### src/common/eth_stim_defines.svh
`ifndef ETH_STIM_DEFINES_SVH
`define ETH_STIM_DEFINES_SVH

////////////////////////////////////////////////////////////
// Station addresses
////////////////////////////////////////////////////////////

`define FPGA_MAC        48'h00D0_0800_0002
`define HOST_MAC        48'h0024_7EDF_CA5E
`define FPGA_IP         32'hC0A8_006E   // 192.168.0.110
`define HOST_IP         32'hC0A8_0077   // 192.168.0.119
`define UDP_PORT        16'd8080

// Marks an AD data payload
`define ETH_FLAG        32'hEEBA_EEBA

////////////////////////////////////////////////////////////
// AXI write side
////////////////////////////////////////////////////////////

`define AXI_ADDR_W      32
`define AXI_DATA_W      32

`define ADDR_AD2ETH     32'h1000_0000
`define ADDR_SUMOFFSET  32'h0000_1000

`define BURST_BEATS     32

////////////////////////////////////////////////////////////
// Timing
////////////////////////////////////////////////////////////

`define FRAMES_PER_KIND 5
`define GAP_CYCLES      136   // Idle cycles after each frame
`define IDLE_TIMEOUT    1024

`endif

### src/common/eth_frame_pkg.sv
`include "eth_stim_defines.svh"

package eth_frame_pkg;

	typedef struct packed {
		logic [47:0] dst_mac;
		logic [47:0] src_mac;
		logic [15:0] ethertype;
	} eth_hdr_t;

	typedef struct packed {
		logic [15:0] ver_tos;     // Version, IHL, TOS
		logic [15:0] total_len;
		logic [15:0] ident;
		logic [15:0] flags_frag;
		logic [15:0] ttl_proto;
		logic [15:0] hdr_sum;
		logic [31:0] src_ip;
		logic [31:0] dst_ip;
	} ipv4_hdr_t;

	typedef struct packed {
		eth_hdr_t     eth;
		ipv4_hdr_t    ip;
		logic [15:0]  src_port;
		logic [15:0]  dst_port;
		logic [15:0]  udp_len;
		logic [15:0]  udp_sum;
		logic [31:0]  flag;
		logic [127:0] payload;
		logic [31:0]  fcs;
	} udp_frame_t;

	typedef struct packed {
		eth_hdr_t     eth;
		logic [15:0]  htype;
		logic [15:0]  ptype;
		logic [7:0]   hlen;
		logic [7:0]   plen;
		logic [15:0]  oper;
		logic [47:0]  sender_mac;
		logic [31:0]  sender_ip;
		logic [47:0]  target_mac;
		logic [31:0]  target_ip;
		logic [143:0] pad;        // Up to minimum frame size
		logic [31:0]  fcs;
	} arp_frame_t;

	typedef struct packed {
		eth_hdr_t     eth;
		ipv4_hdr_t    ip;
		logic [15:0]  type_code;
		logic [15:0]  icmp_sum;
		logic [15:0]  ident;
		logic [15:0]  seq;
		logic [255:0] payload;
		logic [31:0]  fcs;
	} icmp_frame_t;

	typedef enum logic [1:0] {UDP, ARP, ICMP} frame_kind_t;

	typedef struct packed {
		logic [7:0] data;
		logic       last;
	} stream_beat_t;

	////////////////////////////////////////////////////////////
	// Frame templates
	////////////////////////////////////////////////////////////

	localparam udp_frame_t UDP_TEMPLATE = '{
		eth:      '{`FPGA_MAC, `HOST_MAC, 16'h0800},
		ip:       '{16'h4500, 16'd48, 16'h0012, 16'h4000,
		            16'h8011, 16'h0000, `HOST_IP, `FPGA_IP},
		src_port: `UDP_PORT,
		dst_port: `UDP_PORT,
		udp_len:  16'd28,
		udp_sum:  16'h0000,
		flag:     `ETH_FLAG,
		payload:  128'h1234_5611_1134_5678_1234_5678_AABB_CCDD,
		fcs:      32'hCFD9_3530
	};

	// Broadcast who-has for the FPGA IP
	localparam arp_frame_t ARP_TEMPLATE = '{
		eth:        '{48'hFFFF_FFFF_FFFF, `HOST_MAC, 16'h0806},
		htype:      16'h0001,
		ptype:      16'h0800,
		hlen:       8'd6,
		plen:       8'd4,
		oper:       16'h0001,
		sender_mac: `HOST_MAC,
		sender_ip:  `HOST_IP,
		target_mac: 48'h0,
		target_ip:  `FPGA_IP,
		pad:        144'h0,
		fcs:        32'h59FB_0258
	};

	localparam icmp_frame_t ICMP_TEMPLATE = '{
		eth:       '{`FPGA_MAC, `HOST_MAC, 16'h0800},
		ip:        '{16'h4500, 16'h003C, 16'h71A0, 16'h0000,
		             16'h8001, 16'h0000, `HOST_IP, `FPGA_IP},
		type_code: 16'h0800,   // Echo request
		icmp_sum:  16'h4D56,
		ident:     16'h0001,
		seq:       16'h0005,
		payload:   {128'h6162_6364_6566_6768_696A_6B6C_6D6E_6F70,
		            128'h7172_7374_7576_7761_6263_6465_6667_6869},
		fcs:       32'hC034_2A1A
	};

endpackage

### src/common/axi_wr_pkg.sv
`include "eth_stim_defines.svh"

package axi_wr_pkg;

	// Write address, fixed INCR burst of 32-bit words
	typedef struct packed {
		logic [`AXI_ADDR_W-1:0] addr;
		logic [7:0]             len;
	} aw_t;

	typedef struct packed {
		logic [`AXI_DATA_W-1:0]   data;
		logic [`AXI_DATA_W/8-1:0] strb;
		logic                     last;
	} w_t;

	typedef struct packed {
		logic [1:0] resp;   // OKAY, EXOKAY, SLVERR, DECERR
	} b_t;

	typedef enum logic [1:0] {
		IDLE,
		ADDR,
		DATA,
		RESP
	} wr_state_t;

endpackage

### src/frame_gen/frame_serializer.sv
`timescale 1ns/1ps

module frame_serializer #(
	parameter type frame_t = logic [7:0],
	parameter frame_t FRAME = '0
) (
	input  logic                        sys_clk,
	input  logic                        sys_rst,
	input  logic                        start,
	output eth_frame_pkg::stream_beat_t beat,
	output logic                        valid,
	input  logic                        ready,
	output logic                        done
);

	localparam int FRAME_BITS  = $bits(frame_t);
	localparam int FRAME_BYTES = FRAME_BITS / 8;
	localparam int CNT_W       = $clog2(FRAME_BYTES + 1);

	logic [FRAME_BITS-1:0] shift_q;
	logic [CNT_W-1:0]      left_q;    // Bytes not yet accepted
	logic                  accept;

	assign accept    = valid && ready;
	assign valid     = (left_q != '0);
	assign beat.data = shift_q[FRAME_BITS-1 -: 8];   // MSB first
	assign beat.last = (left_q == CNT_W'(1));

	always_ff @(posedge sys_clk) begin
		if (start) begin
			shift_q <= FRAME;
		end else if (accept) begin
			shift_q <= shift_q << 8;
		end
	end

	always_ff @(posedge sys_clk) begin
		if (sys_rst) begin
			left_q <= '0;
			done   <= 1'b0;
		end else begin
			done <= accept && beat.last;
			if (start) begin
				left_q <= CNT_W'(FRAME_BYTES);
			end else if (accept) begin
				left_q <= left_q - CNT_W'(1);
			end
		end
	end

endmodule

### src/frame_gen/frame_sequencer.sv
`timescale 1ns/1ps
`include "eth_stim_defines.svh"

module frame_sequencer (
	input  logic                        sys_clk,
	input  logic                        sys_rst,
	output eth_frame_pkg::stream_beat_t rx,
	output logic                        rx_valid,
	input  logic                        rx_ready
);

	localparam int CNT_W = $clog2(`FRAMES_PER_KIND);
	localparam int GAP_W = $clog2(`GAP_CYCLES + 1);

	eth_frame_pkg::frame_kind_t kind_q;
	eth_frame_pkg::frame_kind_t kind_next;
	logic [CNT_W-1:0]           count_q;
	logic [GAP_W-1:0]           gap_q;
	logic                       first_q;
	logic                       start;
	logic                       done;
	logic [2:0]                 sel;

	// Per serializer, indexed by frame kind
	eth_frame_pkg::stream_beat_t beat [3];
	logic [2:0]                  valid_vec;
	logic [2:0]                  ready_vec;
	logic [2:0]                  start_vec;
	logic [2:0]                  done_vec;

	assign start = first_q || (gap_q == GAP_W'(1));
	assign sel   = 3'b001 << kind_q;

	assign start_vec = {3{start}} & sel;
	assign ready_vec = {3{rx_ready}} & sel;

	assign rx       = beat[kind_q];
	assign rx_valid = valid_vec[kind_q];
	assign done     = done_vec[kind_q];

	always_comb begin
		case (kind_q)
			eth_frame_pkg::UDP: kind_next = eth_frame_pkg::ARP;
			eth_frame_pkg::ARP: kind_next = eth_frame_pkg::ICMP;
			default:            kind_next = eth_frame_pkg::UDP;
		endcase
	end

	////////////////////////////////////////////////////////////
	// Kind rotation and inter-frame gap
	////////////////////////////////////////////////////////////

	always_ff @(posedge sys_clk) begin
		if (sys_rst) begin
			kind_q  <= eth_frame_pkg::UDP;
			count_q <= '0;
			gap_q   <= '0;
			first_q <= 1'b1;
		end else begin
			first_q <= 1'b0;
			if (done) begin
				// Done and start cycles count toward the gap
				gap_q <= GAP_W'(`GAP_CYCLES - 1);
				if (count_q == CNT_W'(`FRAMES_PER_KIND - 1)) begin
					count_q <= '0;
					kind_q  <= kind_next;
				end else begin
					count_q <= count_q + CNT_W'(1);
				end
			end else if (gap_q != '0) begin
				gap_q <= gap_q - GAP_W'(1);
			end
		end
	end

	////////////////////////////////////////////////////////////
	// One serializer per frame kind
	////////////////////////////////////////////////////////////

	frame_serializer #(
		.frame_t (eth_frame_pkg::udp_frame_t),
		.FRAME   (eth_frame_pkg::UDP_TEMPLATE)
	) u_udp (
		.sys_clk (sys_clk),
		.sys_rst (sys_rst),
		.start   (start_vec[0]),
		.beat    (beat[0]),
		.valid   (valid_vec[0]),
		.ready   (ready_vec[0]),
		.done    (done_vec[0])
	);

	frame_serializer #(
		.frame_t (eth_frame_pkg::arp_frame_t),
		.FRAME   (eth_frame_pkg::ARP_TEMPLATE)
	) u_arp (
		.sys_clk (sys_clk),
		.sys_rst (sys_rst),
		.start   (start_vec[1]),
		.beat    (beat[1]),
		.valid   (valid_vec[1]),
		.ready   (ready_vec[1]),
		.done    (done_vec[1])
	);

	frame_serializer #(
		.frame_t (eth_frame_pkg::icmp_frame_t),
		.FRAME   (eth_frame_pkg::ICMP_TEMPLATE)
	) u_icmp (
		.sys_clk (sys_clk),
		.sys_rst (sys_rst),
		.start   (start_vec[2]),
		.beat    (beat[2]),
		.valid   (valid_vec[2]),
		.ready   (ready_vec[2]),
		.done    (done_vec[2])
	);

endmodule

### src/axi_wr/axi_burst_writer.sv
`timescale 1ns/1ps
`include "eth_stim_defines.svh"

module axi_burst_writer (
	input  logic            sys_clk,
	input  logic            sys_rst,
	output axi_wr_pkg::aw_t aw,
	output logic            aw_valid,
	input  logic            aw_ready,
	output axi_wr_pkg::w_t  w,
	output logic            w_valid,
	input  logic            w_ready,
	input  axi_wr_pkg::b_t  b,
	input  logic            b_valid,
	output logic            b_ready
);

	localparam int TIMER_W = $clog2(`IDLE_TIMEOUT);
	localparam int BEAT_W  = $clog2(`BURST_BEATS);
	localparam int DATA_W  = `AXI_DATA_W;

	axi_wr_pkg::wr_state_t state_q;
	logic [TIMER_W-1:0]    idle_q;
	logic                  sum_pending_q;   // Next write is the sum word
	logic [BEAT_W-1:0]     beat_q;
	logic [DATA_W-1:0]     word_q;          // Running count across bursts
	logic [DATA_W-1:0]     sum_q;

	assign aw_valid = (state_q == axi_wr_pkg::ADDR);
	assign w_valid  = (state_q == axi_wr_pkg::DATA);
	assign b_ready  = (state_q == axi_wr_pkg::RESP);

	////////////////////////////////////////////////////////////
	// Channel payloads
	////////////////////////////////////////////////////////////

	always_comb begin
		aw.addr = `ADDR_AD2ETH;
		aw.len  = 8'(`BURST_BEATS - 1);
		w.data  = word_q;
		w.strb  = '1;
		w.last  = (beat_q == BEAT_W'(`BURST_BEATS - 1));
		if (sum_pending_q) begin
			aw.addr = `ADDR_AD2ETH + `ADDR_SUMOFFSET;
			aw.len  = 8'd0;
			w.data  = sum_q;
			w.last  = 1'b1;
		end
	end

	////////////////////////////////////////////////////////////
	// Write FSM
	////////////////////////////////////////////////////////////

	always_ff @(posedge sys_clk) begin
		if (sys_rst) begin
			state_q       <= axi_wr_pkg::IDLE;
			idle_q        <= '0;
			sum_pending_q <= 1'b0;
			beat_q        <= '0;
			word_q        <= '0;
		end else begin
			case (state_q)
				axi_wr_pkg::IDLE: begin
					idle_q <= idle_q + TIMER_W'(1);
					if (idle_q == TIMER_W'(`IDLE_TIMEOUT - 1)) begin
						idle_q  <= '0;
						state_q <= axi_wr_pkg::ADDR;
					end
				end
				axi_wr_pkg::ADDR: begin
					if (aw_ready) begin
						beat_q  <= '0;
						state_q <= axi_wr_pkg::DATA;
					end
				end
				axi_wr_pkg::DATA: begin
					if (w_ready) begin
						if (!sum_pending_q) begin
							word_q <= word_q + DATA_W'(1);
							beat_q <= beat_q + BEAT_W'(1);
						end
						if (w.last) begin
							state_q <= axi_wr_pkg::RESP;
						end
					end
				end
				default: begin
					if (b_valid) begin
						if (sum_pending_q) begin
							sum_pending_q <= 1'b0;
							state_q       <= axi_wr_pkg::IDLE;
						end else begin
							sum_pending_q <= 1'b1;
							state_q       <= axi_wr_pkg::ADDR;
						end
					end
				end
			endcase
		end
	end

	// Burst sum, restarted with each data burst
	always_ff @(posedge sys_clk) begin
		if (aw_valid && aw_ready && !sum_pending_q) begin
			sum_q <= '0;
		end else if (w_valid && w_ready && !sum_pending_q) begin
			sum_q <= sum_q + word_q;
		end
	end

endmodule

### src/hw/eth_stim_top.sv
`timescale 1ns/1ps

module eth_stim_top (
	input  logic                        sys_clk,
	input  logic                        sys_rst,
	// Receive byte stream
	output eth_frame_pkg::stream_beat_t rx,
	output logic                        rx_valid,
	input  logic                        rx_ready,
	// AXI write master
	output axi_wr_pkg::aw_t             aw,
	output logic                        aw_valid,
	input  logic                        aw_ready,
	output axi_wr_pkg::w_t              w,
	output logic                        w_valid,
	input  logic                        w_ready,
	input  axi_wr_pkg::b_t              b,
	input  logic                        b_valid,
	output logic                        b_ready
);

	frame_sequencer u_frame_sequencer (
		.sys_clk  (sys_clk),
		.sys_rst  (sys_rst),
		.rx       (rx),
		.rx_valid (rx_valid),
		.rx_ready (rx_ready)
	);

	axi_burst_writer u_axi_burst_writer (
		.sys_clk  (sys_clk),
		.sys_rst  (sys_rst),
		.aw       (aw),
		.aw_valid (aw_valid),
		.aw_ready (aw_ready),
		.w        (w),
		.w_valid  (w_valid),
		.w_ready  (w_ready),
		.b        (b),
		.b_valid  (b_valid),
		.b_ready  (b_ready)
	);

endmodule

### config.mk
export PLATFORM = sky130hd
export DESIGN_NAME = eth_stim_top
export DESIGN_NICKNAME = d
export VERILOG_FILES = /design/src/common/eth_frame_pkg.sv /design/src/common/axi_wr_pkg.sv /design/src/frame_gen/frame_serializer.sv /design/src/frame_gen/frame_sequencer.sv /design/src/axi_wr/axi_burst_writer.sv /design/src/hw/eth_stim_top.sv
export VERILOG_INCLUDE_DIRS = /design/src /design/src/common
export SDC_FILE = /design/constraint.sdc
export NUM_CORES = 2
export LEC_CHECK = 0
export ABC_AREA = 1
export BUFFER_PORTS_ARGS = -buffer_cell sky130_fd_sc_hd__buf_4
export CAP_MARGIN = 10
export CORE_MARGIN = 2
export CORE_UTILIZATION = 33
export CTS_CLUSTER_DIAMETER = 100
export DETAILED_ROUTE_END_ITERATION = 8
export SYNTH_ARGS = -nofsm -noshare
export SYNTH_HDL_FRONTEND = slang
export SYNTH_SLANG_ARGS = --single-unit
export TNS_END_PERCENT = 30
### constraint.sdc
create_clock -name sys_clk -period 2 [get_ports sys_clk]
set_input_delay 0.3 -clock sys_clk [delete_from_list [all_inputs] [get_ports sys_clk]]
set_output_delay 0.3 -clock sys_clk [all_outputs]
set_load 0.05 [all_outputs]
### Word-level counts from Yosys, hierarchy flattened

Cells that the tools add are included.

* logic and storage cells: 124
* output and inout bits: 90
* register bits after elaboration: 1731
* input bits: 8

* add/subtract/negate cells: 9
* multiplexer cells: 34
* equal/unequal tests: 16
* bitwise logic cells: 5
* reductions and logical operators: 34
* shift operators: 1
* magnitude comparators: 2

Operator list (number)
* 7-bit two-way mux: 6
* 32-bit by 1-bit adder with 32-bit output, second input constant: 1
* 32-bit adder: 1
* 32-bit two-way mux: 1
* 7-bit by 1-bit equality test with 1-bit output, second input constant: 3
* 21-bit two-way mux: 1
* 7-bit nonzero test: 3
* 7-bit by 1-bit subtractor with 7-bit output, second input constant: 3
* 9-bit binary-select mux with 2-bit select: 1
* 9-bit two-way mux: 2
* 8-bit two-way mux: 2
* 5-bit two-way mux: 3
* 10-bit by 1-bit adder with 10-bit output, second input constant: 1
* 10-bit equality test, second input constant: 1
* 1-bit logical AND: 10
* 10-bit two-way mux: 1
* 2-bit two-way mux: 5
* 5-bit case mux with 2 select lines: 1
* 2-bit nonzero test: 5
* 8-bit by 1-bit equality test with 1-bit output, second input constant: 1
* 2-bit inequality test, second input constant: 4
* 8-bit nonzero test: 1
* 2-bit OR reduction: 4
* 8-bit by 1-bit subtractor with 8-bit output, second input constant: 1
* 27 further kinds: 39

### Depth between registers and ports, before layout

* depth after elaboration: 5
* gate-level depth with buffers: 15
* gate-level depth less buffers: 15

### Hierarchy

A second synthesis with hierarchy kept.

* cells, all modules: 7916
* area total of the unflattened synthesis: 59739.8 um2

Modules (own cells, without submodules)
* frame_serializer (u_frame_sequencer.u_icmp): cells an instance 2629, area each 20786.2 um2, times used 1, seq. area each 11991.5 um2
* frame_serializer (u_frame_sequencer.u_udp): cells an instance 2211, area each 17336.6 um2, times used 1, seq. area each 10049.6 um2
* frame_serializer (u_frame_sequencer.u_arp): cells an instance 1730, area each 13609.3 um2, times used 1, seq. area each 7827.5 um2
* axi_burst_writer: cells an instance 1181, area each 7006.7 um2, times used 1, seq. area each 1641.6 um2
* frame_sequencer: cells an instance 165, area each 1001.0 um2, times used 1, seq. area each 280.3 um2

### Least setup slack after synthesis

OpenSTA, ideal clock, no wires.

* path kind: reg2reg
* start point: reg u_axi_burst_writer.state_q[0]
* end point: reg u_axi_burst_writer.word_q[22]
* arrival: 2.216 ns
* setup slack: -0.328 ns
* library setup time: 0.113 ns
* path buffers: 1
* cell stages (with the launch flop): 13
* path through: dfxtp_1 inv_1 ha_1 buf_2 nand2_1 nor2_2 nand4_1 nor2_2 nand3_1 nor2_1 nand2_1 nor2_1 nor2_1

* cells in the longest elaborated chain, start to end: 2

RTL lines
* from (decl): line axi_burst_writer.sv:22 `axi_wr_pkg::wr_state_t state_q;`
* from (signal assigned): line axi_burst_writer.sv:57 `state_q <= axi_wr_pkg::IDLE;`
* from (signal assigned): line axi_burst_writer.sv:68 `state_q <= axi_wr_pkg::ADDR;`
* from (signal assigned): line axi_burst_writer.sv:74 `state_q <= axi_wr_pkg::DATA;`
* 2-bit equality test
* named net w_valid: line eth_stim_top.sv:15 `output logic w_valid,`
* 3-bit AND reduction (no source line)
* to (signal assigned): line axi_burst_writer.sv:80 `word_q <= word_q + DATA_W'(1);`
* to (decl): line axi_burst_writer.sv:26 `logic [DATA_W-1:0] word_q;`

The timed path passes the listed nets, and every way through them passes these cells.
A chain may end at the register's enable or synchronous reset.

==> summary.md <==
| Metric | Value |
|---|---|
| Port bufs | `57` |
| Num CTS Buffers | `158` |
| Post-route cell area | `between 60000 and 70000 sq um` |
| Setup TNS | `-9290 ps` |
| Clock Latency Late Sink | `about 800 ps` |
| Longest Clk Path Bufs | `3` |
| GP Congestion | `approximately 0.9` |
| Top FF cell, synth | `dfxtp_1` |
| Row count | `around 150` |
| Worst clock skew | `~42 ps` |
| Final wirelength | `approximately 120000 microns` |
| Grt total ovfl | `0` |
| Yosys reg bits | `~1600` |
| Clock-pin slew on the worst setup and hold paths | `60 ps` |
| Post-synth EDFFs | `0` |
| Power density cells | `about 1000 nW/um^2` |
| Failing checks | `setup timing` |
| Total GRT Usage | `13.0%` |
| Minimum clock period after layout | `about 2400 ps` |
| Total power | `roughly 70 mW` |
| FF-to-FF path depth | `12` |
| Setup Crit Path Kind | `flop to output port` |
| Core footprint | `about 170000 sq um` |
| CP peak stage delay | `~370 ps` |
| Yosys top cell by area | `dfxtp_1` |
| Via count | `approximately 45000` |
| CTS tree | `done` |
| Peak supply drop | `837 uV` |
| # clock sinks | `between 1500 and 2000` |
| Worst EP arrival | `approximately 2100 ps` |
| Initial Util | `roughly a third` |
| Initial antenna violation count | `2` |
| Fin crit share | `121%` |
| Placed cell areas | `just over 60000 sq um` |
| Sequential area share after synthesis | `about 55%` |
| Hold depth | `4` |
| Global-route wire length before repair | `a little over 200000 microns` |
| Slowest CP cell | `dfxtp_4` |
| Mean Syn Cell Area | `7.89 sq um` |
| Top-area cell type share of the netlist area | `a little under three fifths` |
| # IOs | `slightly below 100` |
| Initial drt markers | `just under 3000` |
| Stages on worst setup path | `6` |
| RSZ-0062 raised after global routing | `true` |
| MaxCap Viol Count | `0` |
| ANT nets after route | `0` |
| Routed vias/inst | `4.63` |
| Least-Margin Pin Slew | `about 590 ps` |
| Fmax | `just over 400 MHz` |
| Die height | `roughly 420 microns` |
| CP bufs+invs | `3` |
| Share of layout cells above drive strength 1 | `between 10% and 20%` |
| Vias in the first global route | `between 40000 and 50000` |
| Final setup violation count | `48` |
| Clock root buffer | `clkbuf_16` |
| Die W | `422 microns` |
| Hold/Removal Path Class | `input port to flop` |
| Yosys warnings | `0` |
| Run status | `complete, but fails checks` |
| Die ar. | `roughly 180000 sq um` |
| Hold Fails Final Rpt | `0` |
| Req. time, crit path | `between 1500 and 2000 ps` |
| Post-DR wirelength/cell | `~12 microns` |
| Crit end category | `output port` |
| Mapped Area | `57700 sq um` |
| Residual DRC | `0` |
| Startpoint Class | `flop` |
| Distinct cells, synth | `between 40 and 50` |
| Largest net degree at the start of global routing | `106` |
| Syn-to-layout area delta | `19.6%` |
| Largest cells by area after synthesis | `dfxtp_1, nand2_1, a21oi_1` |
| Nets | `roughly 7400` |
| Slew headroom | `60.5%` |
| CP cell instances | `inv_4 -> nor2_4 -> buf_8 -> nand2_4 -> o211ai_1 -> buf_4` |
| H-tree Lvls | `4` |
| Placed insts | `roughly 9500` |
| Hpwl dp | `between 70000 and 80000 microns` |
| Critical Path Fanout Max | `8` |
| Post-synthesis async set-or-reset flop share | `0%` |
| Leak pwr | `28.6 nW` |
| Largest delay share family, worst path | `buffers and inverters` |
| Pre-Repair DR Iteration Count | `5` |
| Non-filler cells, final | `9816` |
| Max-slew violations | `0` |
| Synthesized instance count | `7320` |
| Worst setup slack after layout | `-413 ps` |
-- sequential cells by signal, indices dropped and copies added (netlist names), 8 cells and up --
name,count
u_axi_burst_writer.idle_q,10
u_axi_burst_writer.sum_q,32
u_axi_burst_writer.word_q,32
u_frame_sequencer.gap_q,8
u_frame_sequencer.u_arp.shift_q,383
u_frame_sequencer.u_icmp.shift_q,591
u_frame_sequencer.u_udp.shift_q,494
-- cells in the mapped netlist (all sizes together), types with 4 or more instances --
cell type  count
a21oi        721
o211ai         9
dfxtp       1588
o21ai        118
ha            53
o21bai         4
nand2       2400
buf          304
inv          736
nand4         16
o22ai        326
nand3        420
xnor2          4
nor3          31
a22oi        144
nor2         200
clkbuf       197
xor2          29
-- worst reg2reg max path: stages (launching register included) --
cell,delay (ps)
dfxtp_4,360
buf_12,130
buf_8,120
buf_4,130
nor2_4,140
nand4_1,160
nor2_2,220
nand3_2,200
nor2_4,160
nand2_1,90
nand2_1,80
nand2_1,40
nor2_1,90
-- what timing repair did --
item	4_1_cts	5_1_grt
endpoints found under the setup margin	126	349
gates cloned	7	4
pin swaps	23	37
resized for setup	270	157
hold buffers	3	0
setup buffers	23	23
endpoints found under the hold margin	19	0
-- routing by layer --
layer  track usage, %  wire length [microns]
met4             5.05                   3440
met1             16.8                  55700
met5                0                      0
met2             21.7                  56700
met3             2.10                   3920
-- final timing paths --
path | slack (ps) | startpoint | endpoint
setup / recovery | -410 | u_frame_sequencer.kind_q[0] | rx[3]
hold / removal | 90 | w_ready | u_axi_burst_writer.beat_q[0]
setup reg to reg | 20 | u_axi_burst_writer.sum_pending_q | u_axi_burst_writer.word_q[22]
hold reg to reg | 430 | u_frame_sequencer.u_udp.shift_q[286] | u_frame_sequencer.u_udp.shift_q[294]
-- through the flow --
| step | util (%) | worst slack (ps) | hold slack, ps |
|---|---|---|---|
| floorplan | - | -93.5 | 328 |
| global placement | 35.5 | -110 | 438 |
| detailed placement | 35.5 | -66.0 | 441 |
| CTS | 39.3 | -505 | 8.90 |
| global route | 39.7 | -469 | 84.9 |
| finish | 39.7 | -413 | 87.2 |
-- power breakdown --
group / switching, mW / total [mW] / internal (mW) / leakage (nW)
Sequential: 0.830 / 34.3 / 33.5 / 12.9
Combinational: 4.99 / 8.06 / 3.07 / 13.1
Clock: 12.7 / 29.5 / 16.9 / 2.58
-- layout by cell type, fill, tap and decap left out, types with 39 or more instances in the layout --
master / count
o22ai_1: 325
a22oi_1: 144
nand2_1: 2338
clkbuf_16: 159
nand3_1: 402
inv_1: 716
nor2_1: 173
clkbuf_1: 39
o21ai_0: 84
dfxtp_1: 1558
buf_6: 55
buf_12: 93
buf_4: 170
a21oi_1: 716
-- area by class of cell --
class	count	area [sq um]
diodes	2	5.00
clock buffers	229	4540
clock inverters	55	709
fillers	17600	105000
inverters	737	2840
multi-input cells	4532	21900
flip-flops and latches	1588	31800
well taps	2325	2910
repair buffers	347	4330
repair inverters	1	11.3
-- kinds of logic (layout without fill, tap and decap cells) --
family                     Yosys count  after routing  share of synthesized area [%]
adders and majority gates           54             54                           1.18
xor gates and xnor gates            33             33                          0.501
and+or+nand+nor                   3075           3077                           21.1
DFF                               1588           1588                           55.1
other                                2             40                         0.0130
AOI/OAI and AO/OA                 1330           1330                           13.0
buffers and inverters             1238           1369                           9.14
Power figures use the tool's default switching activity.
